**config.mk**
```make
export PLATFORM = sky130hd
export DESIGN_NAME = duration_timer_top
export DESIGN_NICKNAME = d
export VERILOG_FILES = /design/src/design/report_pkg.sv /design/src/design/timer_pkg.sv /design/src/design/duration_timer_top.sv /design/src/design/serial_transmitter.sv /design/src/design/report_sequencer.sv /design/src/design/binary_to_bcd.sv /design/src/design/duration_meter.sv /design/src/design/trigger_synchronizer.sv
export VERILOG_INCLUDE_DIRS = /design/src /design/src/design
export SDC_FILE = /design/constraint.sdc
export NUM_CORES = 1
export LEC_CHECK = 0
export ABC_AREA = 1
export BUFFER_PORTS_ARGS = -buffer_cell sky130_fd_sc_hd__buf_2
export CORE_MARGIN = 1
export CORE_UTILIZATION = 60
export CTS_CLUSTER_DIAMETER = 30
export DETAILED_ROUTE_END_ITERATION = 12
export PLACE_DENSITY = 0.76
export SYNTH_ARGS = -nofsm -noshare
export SYNTH_HDL_FRONTEND = slang
export SYNTH_SLANG_ARGS = --single-unit
```
**constraint.sdc**
```tcl
create_clock -name clock -period 7.69 [get_ports clock]
set_input_delay 0.3845 -clock clock [delete_from_list [all_inputs] [get_ports clock]]
set_output_delay 0.3845 -clock clock [all_outputs]
set_load 0.02 [all_outputs]
```
**src/design/timer_cfg.svh**
```systemverilog
/*
 * build-time configuration of the duration timer
 * channel count, counter width, printed digits, serial baud divisor
 */
`ifndef TIMER_CFG_SVH
`define TIMER_CFG_SVH

// number of trigger inputs
`define TIMER_CHANNELS 4

// width of durations and pulse counts
`define TIMER_COUNT_WIDTH 16

// decimal digits per printed value, 5 covers 65535
`define TIMER_DIGITS 5

// clock cycles per serial bit
`define TIMER_BAUD_DIVISOR 8

`endif
```
**src/design/report_pkg.sv**
```systemverilog
/*
 * report text types: bcd digit vector, serial character
 * plus the ascii constants used when formatting lines
 */
`default_nettype none

`include "timer_cfg.svh"

package report_pkg;

	// most significant digit in the top nibble
	typedef logic [`TIMER_DIGITS-1:0][3:0] bcd_t;

	typedef logic [7:0] serial_byte_t;

	localparam serial_byte_t ascii_space = 8'h20;
	localparam serial_byte_t ascii_cr = 8'h0d;
	localparam serial_byte_t ascii_lf = 8'h0a;
	localparam serial_byte_t ascii_zero = 8'h30; // digits are zero plus value

endpackage

`default_nettype wire

```
**src/design/timer_pkg.sv**
```systemverilog
/*
 * measurement types: count, per-channel trigger event, channel result
 */
`default_nettype none

`include "timer_cfg.svh"

package timer_pkg;

	// durations and pulse counts share one width
	typedef logic [`TIMER_COUNT_WIDTH-1:0] count_t;

	typedef struct packed {
		logic level; // synchronized trigger
		logic fall;  // one cycle, first low cycle after high
	} trigger_event_t;

	typedef struct packed {
		count_t last_duration; // cycles high in latest pulse
		count_t pulse_count;   // completed pulses
	} channel_result_t;

endpackage

`default_nettype wire

```
**src/design/duration_timer_top.sv**
```systemverilog
/*
 * multi-channel pulse duration timer with serial text report
 */
`timescale 1ns/1ps
`default_nettype none

`include "timer_cfg.svh"

module duration_timer_top (
	input  logic                       clock,
	input  logic                       reset,
	input  logic [`TIMER_CHANNELS-1:0] trigger,
	input  logic                       report_request,
	output logic                       tx,
	output logic                       report_busy
);

	timer_pkg::trigger_event_t [`TIMER_CHANNELS-1:0]  events;
	timer_pkg::channel_result_t [`TIMER_CHANNELS-1:0] results;
	logic                                             bcd_start;
	timer_pkg::count_t                                bcd_value;
	logic                                             bcd_done;
	report_pkg::bcd_t                                 bcd_digits;
	logic                                             send;
	report_pkg::serial_byte_t                         data;
	logic                                             tx_busy;

	trigger_synchronizer synchronizer (
		.clock   (clock),
		.reset   (reset),
		.trigger (trigger),
		.events  (events)
	);

	for (genvar i = 0; i < `TIMER_CHANNELS; i++) begin : meters
		duration_meter meter (
			.clock         (clock),
			.reset         (reset),
			.trigger_event (events[i]),
			.result        (results[i])
		);
	end

	report_sequencer sequencer (
		.clock          (clock),
		.reset          (reset),
		.report_request (report_request),
		.results        (results),
		.report_busy    (report_busy),
		.bcd_start      (bcd_start),
		.bcd_value      (bcd_value),
		.bcd_done       (bcd_done),
		.bcd_digits     (bcd_digits),
		.send           (send),
		.data           (data),
		.tx_busy        (tx_busy)
	);

	binary_to_bcd converter (
		.clock  (clock),
		.reset  (reset),
		.start  (bcd_start),
		.value  (bcd_value),
		.done   (bcd_done),
		.digits (bcd_digits)
	);

	serial_transmitter transmitter (
		.clock (clock),
		.reset (reset),
		.send  (send),
		.data  (data),
		.tx    (tx),
		.busy  (tx_busy)
	);

endmodule

`default_nettype wire

```
**src/design/serial_transmitter.sv**
```systemverilog
/*
 * 8N1 serial transmitter, fixed baud divisor
 * busy from the cycle after send until the stop bit ends
 */
`timescale 1ns/1ps
`default_nettype none

`include "timer_cfg.svh"

module serial_transmitter (
	input  logic                     clock,
	input  logic                     reset,
	input  logic                     send,
	input  report_pkg::serial_byte_t data,
	output logic                     tx,
	output logic                     busy
);

	localparam int baud_width = $clog2(`TIMER_BAUD_DIVISOR);

	typedef logic [baud_width-1:0] baud_t;

	localparam baud_t baud_last = baud_t'(`TIMER_BAUD_DIVISOR - 1);

	baud_t      baud_count;
	logic [3:0] bit_index; // 0 start, 1..8 data, 9 stop
	logic [9:0] frame;     // bit 0 drives the line

	assign tx = frame[0];

	always_ff @(posedge clock) begin
		if (reset) begin
			frame <= '1; // idle high
			busy <= 1'b0;
			baud_count <= '0;
			bit_index <= '0;
		end else if (!busy) begin
			if (send) begin
				frame <= {1'b1, data, 1'b0}; // stop, data lsb first, start
				busy <= 1'b1;
				baud_count <= '0;
				bit_index <= '0;
			end
		end else if (baud_count == baud_last) begin
			baud_count <= '0;
			frame <= {1'b1, frame[9:1]}; // ones fill in behind the stop bit
			bit_index <= bit_index + 1'b1;
			if (bit_index == 4'd9) begin
				busy <= 1'b0;
			end
		end else begin
			baud_count <= baud_count + 1'b1;
		end
	end

endmodule

`default_nettype wire

```
**src/design/report_sequencer.sv**
```systemverilog
/*
 * report FSM: snapshots all channel results on request
 * and prints one ascii line per channel through converter and transmitter
 */
`timescale 1ns/1ps
`default_nettype none

`include "timer_cfg.svh"

module report_sequencer (
	input  logic                                            clock,
	input  logic                                            reset,
	input  logic                                            report_request,
	input  timer_pkg::channel_result_t [`TIMER_CHANNELS-1:0] results,
	output logic                                            report_busy,
	output logic                                            bcd_start,
	output timer_pkg::count_t                               bcd_value,
	input  logic                                            bcd_done,
	input  report_pkg::bcd_t                                bcd_digits,
	output logic                                            send,
	output report_pkg::serial_byte_t                        data,
	input  logic                                            tx_busy
);

	// line is: channel, space, duration digits, space, count digits, cr, lf
	localparam int line_length = 2 * `TIMER_DIGITS + 5;
	localparam int position_width = $clog2(line_length);
	localparam int channel_width = $clog2(`TIMER_CHANNELS);
	localparam int slot_width = $clog2(`TIMER_DIGITS);

	typedef logic [position_width-1:0] position_t;
	typedef logic [channel_width-1:0] channel_t;
	typedef logic [slot_width-1:0] slot_t;

	localparam position_t pos_channel = position_t'(0);
	localparam position_t pos_duration = position_t'(2);
	localparam position_t pos_gap = position_t'(2 + `TIMER_DIGITS);
	localparam position_t pos_count = position_t'(3 + `TIMER_DIGITS);
	localparam position_t pos_cr = position_t'(3 + 2 * `TIMER_DIGITS);
	localparam position_t pos_lf = position_t'(4 + 2 * `TIMER_DIGITS);
	localparam channel_t last_channel = channel_t'(`TIMER_CHANNELS - 1);

	typedef enum logic [2:0] {
		state_idle,
		state_prepare,
		state_wait_bcd,
		state_send,
		state_wait_busy_high,
		state_wait_busy_low
	} state_t;

	state_t                                            state;
	timer_pkg::channel_result_t [`TIMER_CHANNELS-1:0] snapshot;
	channel_t                                          channel;
	position_t                                         position;
	slot_t                                             slot;
	report_pkg::serial_byte_t                          next_char;

	always_ff @(posedge clock) begin
		if (state == state_idle && report_request) begin
			snapshot <= results; // frozen for the whole report
		end
	end

	// character for the current position, digits msd first
	always_comb begin
		slot = '0;
		next_char = report_pkg::ascii_space;
		if (position == pos_channel) begin
			next_char = report_pkg::ascii_zero + report_pkg::serial_byte_t'(channel);
		end else if (position >= pos_duration && position < pos_gap) begin
			slot = slot_t'(pos_gap - position - 1'b1);
			next_char = report_pkg::ascii_zero + {4'h0, bcd_digits[slot]};
		end else if (position >= pos_count && position < pos_cr) begin
			slot = slot_t'(pos_cr - position - 1'b1);
			next_char = report_pkg::ascii_zero + {4'h0, bcd_digits[slot]};
		end else if (position == pos_cr) begin
			next_char = report_pkg::ascii_cr;
		end else if (position == pos_lf) begin
			next_char = report_pkg::ascii_lf;
		end
	end

	always_ff @(posedge clock) begin
		if (reset) begin
			state <= state_idle;
			report_busy <= 1'b0;
			bcd_start <= 1'b0;
			bcd_value <= '0;
			send <= 1'b0;
			data <= '0;
			channel <= '0;
			position <= '0;
		end else begin
			bcd_start <= 1'b0;
			send <= 1'b0;
			case (state)
				state_idle: begin
					if (report_request) begin
						report_busy <= 1'b1;
						channel <= '0;
						position <= '0;
						state <= state_prepare;
					end
				end
				state_prepare: begin
					if (position == pos_duration || position == pos_count) begin
						bcd_start <= 1'b1; // convert right before the digits go out
						bcd_value <= (position == pos_duration) ?
							snapshot[channel].last_duration : snapshot[channel].pulse_count;
						state <= state_wait_bcd;
					end else begin
						data <= next_char;
						state <= state_send;
					end
				end
				state_wait_bcd: begin
					if (bcd_done) begin
						data <= next_char;
						state <= state_send;
					end
				end
				state_send: begin
					if (!tx_busy) begin
						send <= 1'b1;
						state <= state_wait_busy_high;
					end
				end
				state_wait_busy_high: begin
					if (tx_busy) begin
						state <= state_wait_busy_low;
					end
				end
				state_wait_busy_low: begin
					if (!tx_busy) begin // character fully out
						if (position != pos_lf) begin
							position <= position + 1'b1;
							state <= state_prepare;
						end else if (channel != last_channel) begin
							position <= '0;
							channel <= channel + 1'b1;
							state <= state_prepare;
						end else begin
							report_busy <= 1'b0;
							state <= state_idle;
						end
					end
				end
				default: begin
					state <= state_idle;
				end
			endcase
		end
	end

endmodule

`default_nettype wire

```
**src/design/binary_to_bcd.sv**
```systemverilog
/*
 * sequential double dabble converter, one input bit per cycle
 * start strobe in, done pulse out after count width plus one cycles
 */
`timescale 1ns/1ps
`default_nettype none

`include "timer_cfg.svh"

module binary_to_bcd (
	input  logic               clock,
	input  logic               reset,
	input  logic               start,
	input  timer_pkg::count_t  value,
	output logic               done,
	output report_pkg::bcd_t   digits
);

	localparam int left_width = $clog2(`TIMER_COUNT_WIDTH + 1);

	typedef logic [left_width-1:0] left_t;

	left_t                               bits_left;
	timer_pkg::count_t                   value_shift;
	logic [`TIMER_DIGITS*4-1:0]          adjusted;

	// add three to every digit of five or more before the shift
	function automatic report_pkg::bcd_t add_three(input report_pkg::bcd_t current);
		report_pkg::bcd_t fixed;
		fixed = current;
		for (int i = 0; i < `TIMER_DIGITS; i++) begin
			if (fixed[i] >= 4'd5) begin
				fixed[i] = fixed[i] + 4'd3;
			end
		end
		return fixed;
	endfunction

	assign adjusted = add_three(digits);

	always_ff @(posedge clock) begin
		if (reset) begin
			bits_left <= '0;
			done <= 1'b0;
		end else begin
			done <= 1'b0;
			if (start) begin
				bits_left <= left_t'(`TIMER_COUNT_WIDTH);
			end else if (bits_left != '0) begin
				bits_left <= bits_left - 1'b1;
				done <= (bits_left == left_t'(1)); // last bit goes in this cycle
			end
		end
	end

	// digits stay put from done until the next start
	always_ff @(posedge clock) begin
		if (start) begin
			value_shift <= value;
			digits <= '0;
		end else if (bits_left != '0) begin
			value_shift <= value_shift << 1;
			digits <= {adjusted[`TIMER_DIGITS*4-2:0], value_shift[`TIMER_COUNT_WIDTH-1]};
		end
	end

endmodule

`default_nettype wire

```
**src/design/duration_meter.sv**
```systemverilog
/*
 * high time counter for one channel
 * keeps the last pulse duration and a pulse count, both saturating
 */
`timescale 1ns/1ps
`default_nettype none

module duration_meter (
	input  logic                       clock,
	input  logic                       reset,
	input  timer_pkg::trigger_event_t  trigger_event,
	output timer_pkg::channel_result_t result
);

	localparam timer_pkg::count_t count_max = '1;

	timer_pkg::count_t running_count; // cycles high so far in this pulse

	always_ff @(posedge clock) begin
		if (reset) begin
			running_count <= '0;
			result <= '0;
		end else if (trigger_event.fall) begin
			// level is already low here, so running_count is the full length
			result.last_duration <= running_count;
			if (result.pulse_count != count_max) begin
				result.pulse_count <= result.pulse_count + 1'b1;
			end
			running_count <= '0;
		end else if (trigger_event.level) begin
			if (running_count != count_max) begin // stick at the top
				running_count <= running_count + 1'b1;
			end
		end
	end

endmodule

`default_nettype wire

```
**src/design/trigger_synchronizer.sv**
```systemverilog
/*
 * two flop synchronizer for all trigger inputs
 * with falling edge detection per channel
 */
`timescale 1ns/1ps
`default_nettype none

`include "timer_cfg.svh"

module trigger_synchronizer (
	input  logic                                          clock,
	input  logic                                          reset,
	input  logic [`TIMER_CHANNELS-1:0]                    trigger,
	output timer_pkg::trigger_event_t [`TIMER_CHANNELS-1:0] events
);

	logic [`TIMER_CHANNELS-1:0] sync_first;
	logic [`TIMER_CHANNELS-1:0] sync_second;
	logic [`TIMER_CHANNELS-1:0] level_previous;

	always_ff @(posedge clock) begin
		if (reset) begin
			sync_first <= '0;
			sync_second <= '0;
			level_previous <= '0;
		end else begin
			sync_first <= trigger;
			sync_second <= sync_first; // level, two cycles behind the pin
			level_previous <= sync_second;
		end
	end

	// high in the previous cycle and low now
	always_comb begin
		for (int i = 0; i < `TIMER_CHANNELS; i++) begin
			events[i].level = sync_second[i];
			events[i].fall = level_previous[i] & ~sync_second[i];
		end
	end

endmodule

`default_nettype wire

```
==> results.ini <==
[power_and_ir_drop]
combinationalPowerShare = 0.184
clkPwrFrac = 0.445
power_frac_seq = 0.371
p_leak_nw = 8.11
power.switching_mw = 2.54
swShare = 0.314
internal-power_mw = 5.56
ir_drop_mv = 0.323
p_per_area_nw_per_um2 = 367

[timing]
setup_tns_ns = 0
layout_worst_path_cycle_share = 0.361
finalMaxSlewViolations = 0
period_needed_ns = 2.78
fmax_mhz = 360
relSlewSlack = 0.255
rsz0062_at_grt = no
fin_skew_ns = 0.0228
hold_viol_final = 0
worst_pin_slew_ns = 1.12
setup_violations = 0

[cells_and_area]
stdcell_count = 2786
n_antenna_cell = 0
nNetsFinal = 2357
synthToLayoutAreaGrowth_pct = 16.2
finalInstanceArea_um2 = 22100
layout-drive-gt1-share = 0.0858

[route]
vias = 15800
ant_nets = 0
routed.top_layer = met4
post_drt_wl_per_cell_um = 16.4
drcViolationCount = 2
wl_mm = 45.7
firstDrtPassIters = 9
dr_wl_met2_mm = 22.9
via_per_inst = 5.67
drt-met1-wl_mm = 19.1
drtIter0Drc = 1300
wl_met3_mm = 2.09

[floorplanning]
coreArea_um2 = 30800
die_h_um = 180
row_count = 64
io_pins = 9
start_util = 0.616
die_w_um = 180
dieArea_um2 = 32400

[clocking]
clock_latency_ns = 0.60
root_buffer = clkbuf_16
tritoncts = done
h-tree-depth = 3
cts_resized = 0
numCtsBuffers = 84
cts_setup_buffers = 0
cts_sinks = 425
ctsHoldBuffers = 4
path_clk_slew_ns = 0.05
cts_max_path_buffers = 3

[yosys]
synth_ff_type = dfxtp_1
syn_area_um2 = 19000
synth_most_common_cell = nand2_1
yosys.area.top_type = dfxtp_1
ys_seq_area_frac = 0.524
synthDistinctLibCells = 51
syn_nets = 2341
synth-async-reset-ratio = 0
synth_edf_count = 144
yosysWarningCount = 0
synthesis.instances = 2305
synth_top_area_share = 0.296
synthesis.area_per_instance_um2 = 8.24
synthTopCellsByArea = dfxtp_1, edfxtp_1, nand2_1, nor2_1, o21ai_0
synth-seq-cells = 425
yosys-top-cells-count = nand2_1, nor2_1, dfxtp_1, o21ai_0, inv_1

[worst_setup_path]
crit_type = reg2reg
cp-end-kind = register
cp_max_fo = 20
arrival_ns = 3.21
reg2reg_slack_ns = 4.91
cp.required_ns = 8.12
worst_setup_path_start_kind = register

[job]
maxCapViolations = 0

[global_routing]
antenna_found_initial = 0
grt_use_total = 0.286
grt_max_degree = 113
grt_pass1_vias = 15300
grt_overflow_total = 0
grt_pass1_wl_mm = 75.2

[placed_design]
place_inst = 2627
io_buffer_count = 8
dpl_cell_area_um2 = 19200
place_hpwl_mm = 30.2
gp_congestion = 0.923

[worst_hold_path]
hp-class = in2reg

[status]
status = complete, but fails checks
violations = design-rule violations

[registers in the layout (all words and copies together), names as in the netlist, 2 cells and up]
name and flops:
sequencer.channel 2, transmitter.bit_index 4, meters.meter.result 128, sequencer.state 3, synchronizer.sync_second 4, converter.value_shift 16
sequencer.position 4, sequencer.snapshot 128, synchronizer.sync_first 4, synchronizer.level_previous 4, transmitter.frame 9, sequencer.bcd_value 16
transmitter.baud_count 3, meters.meter.running_count 64, sequencer.data 6, converter.bits_left 5, converter.digits 20
[power groups by stage]
stage	registers, mW	logic, mW	clock network [mW]
floorplan	2.97	1.15	0
global placement	3.03	1.41	0
detailed placement	3.04	1.46	0
CTS	3.00	1.48	3.65
global route	3.03	1.70	3.76
finish	3.00	1.49	3.61
[through the flow]
step                      utilization  power (mW)  hold WS, ns  setup WS (ns)
after floorplan                     -        4.12        0.388           1.11
after global placement          0.622        4.43        0.393           4.98
after detailed placement        0.622        4.50        0.398           4.95
after CTS                       0.716        8.13        0.222           4.92
after global routing            0.716        8.49        0.244           4.65
final                           0.716        8.10        0.226           4.91
[cell usage in the layout (no fill, tap or decap), drive strengths merged, types with 2 or more instances in the layout]
cell,Yosys,layout
nor3b,2,2
nand3,142,142
o211ai,47,47
inv,215,241
o311ai,6,6
xor2,48,48
o21ai,211,211
a221o,2,2
buf,49,17
nor2,327,327
edfxtp,144,144
a31oi,4,4
clkinvlp,0,6
bufinv,0,6
or2,4,4
nand2,424,424
nand4,20,20
nor3,60,60
o21bai,4,4
a21oi,201,201
dlygate4sd3,0,4
dfxtp,281,281
clkbuf,42,97
and3,13,13
xnor2,22,22
clkinv,1,21
ha,29,29
[path summary, 6_finish.rpt]
check | from | endpoint | depth (start not counted)
max | sequencer.position[0]$_SDFFE_PP0P_ | sequencer.data[0]$_SDFFE_PP0P_ | 11
min | reset | synchronizer.level_previous[0]$_SDFF_PP0_ | 2
max reg2reg | sequencer.position[0]$_SDFFE_PP0P_ | sequencer.data[0]$_SDFFE_PP0P_ | 11
min reg2reg | synchronizer.sync_first[0]$_SDFF_PP0_ | synchronizer.sync_second[0]$_SDFF_PP0_ | 2
[layout make-up]
type                    instances  area (µm²)
clock inverters                58         629
well taps                     396         495
multi-input cells            1573        7810
inverters                     216         813
fillers                      2312        8760
flip-flops and latches        425        9950
repair buffers                 21         150
clock buffers                  97        2220
[worst max-delay path, cell delays in order (launching register included)]
cell and delay, ns:
dfxtp_1 0.75, inv_2 0.28, ha_1 0.61, clkinv_1 0.36, nand3_1 0.18, nand2_1 0.06
nand3_1 0.06, nor2_1 0.04, nor2_1 0.09, nand3_1 0.08, nand2_1 0.06, a21oi_1 0.05
[per-layer routing]
layer,track usage,up-vias
li1,-,7772
met1,0.344,7488
met2,0.498,414
met3,0.0488,117
met4,0.136,0
met5,0,-
[cells by family (layout without fill, tap and decap cells)]
group	Yosys count	after routing	synth area share
fa+ha+maj	29	29	0.0191
compound gates	480	480	0.137
flops	425	425	0.524
xor+xnor	70	70	0.0323
simple gates	994	994	0.222
buf+inv	307	392	0.0654
No activity file was read; power rests on OpenSTA's default activity.
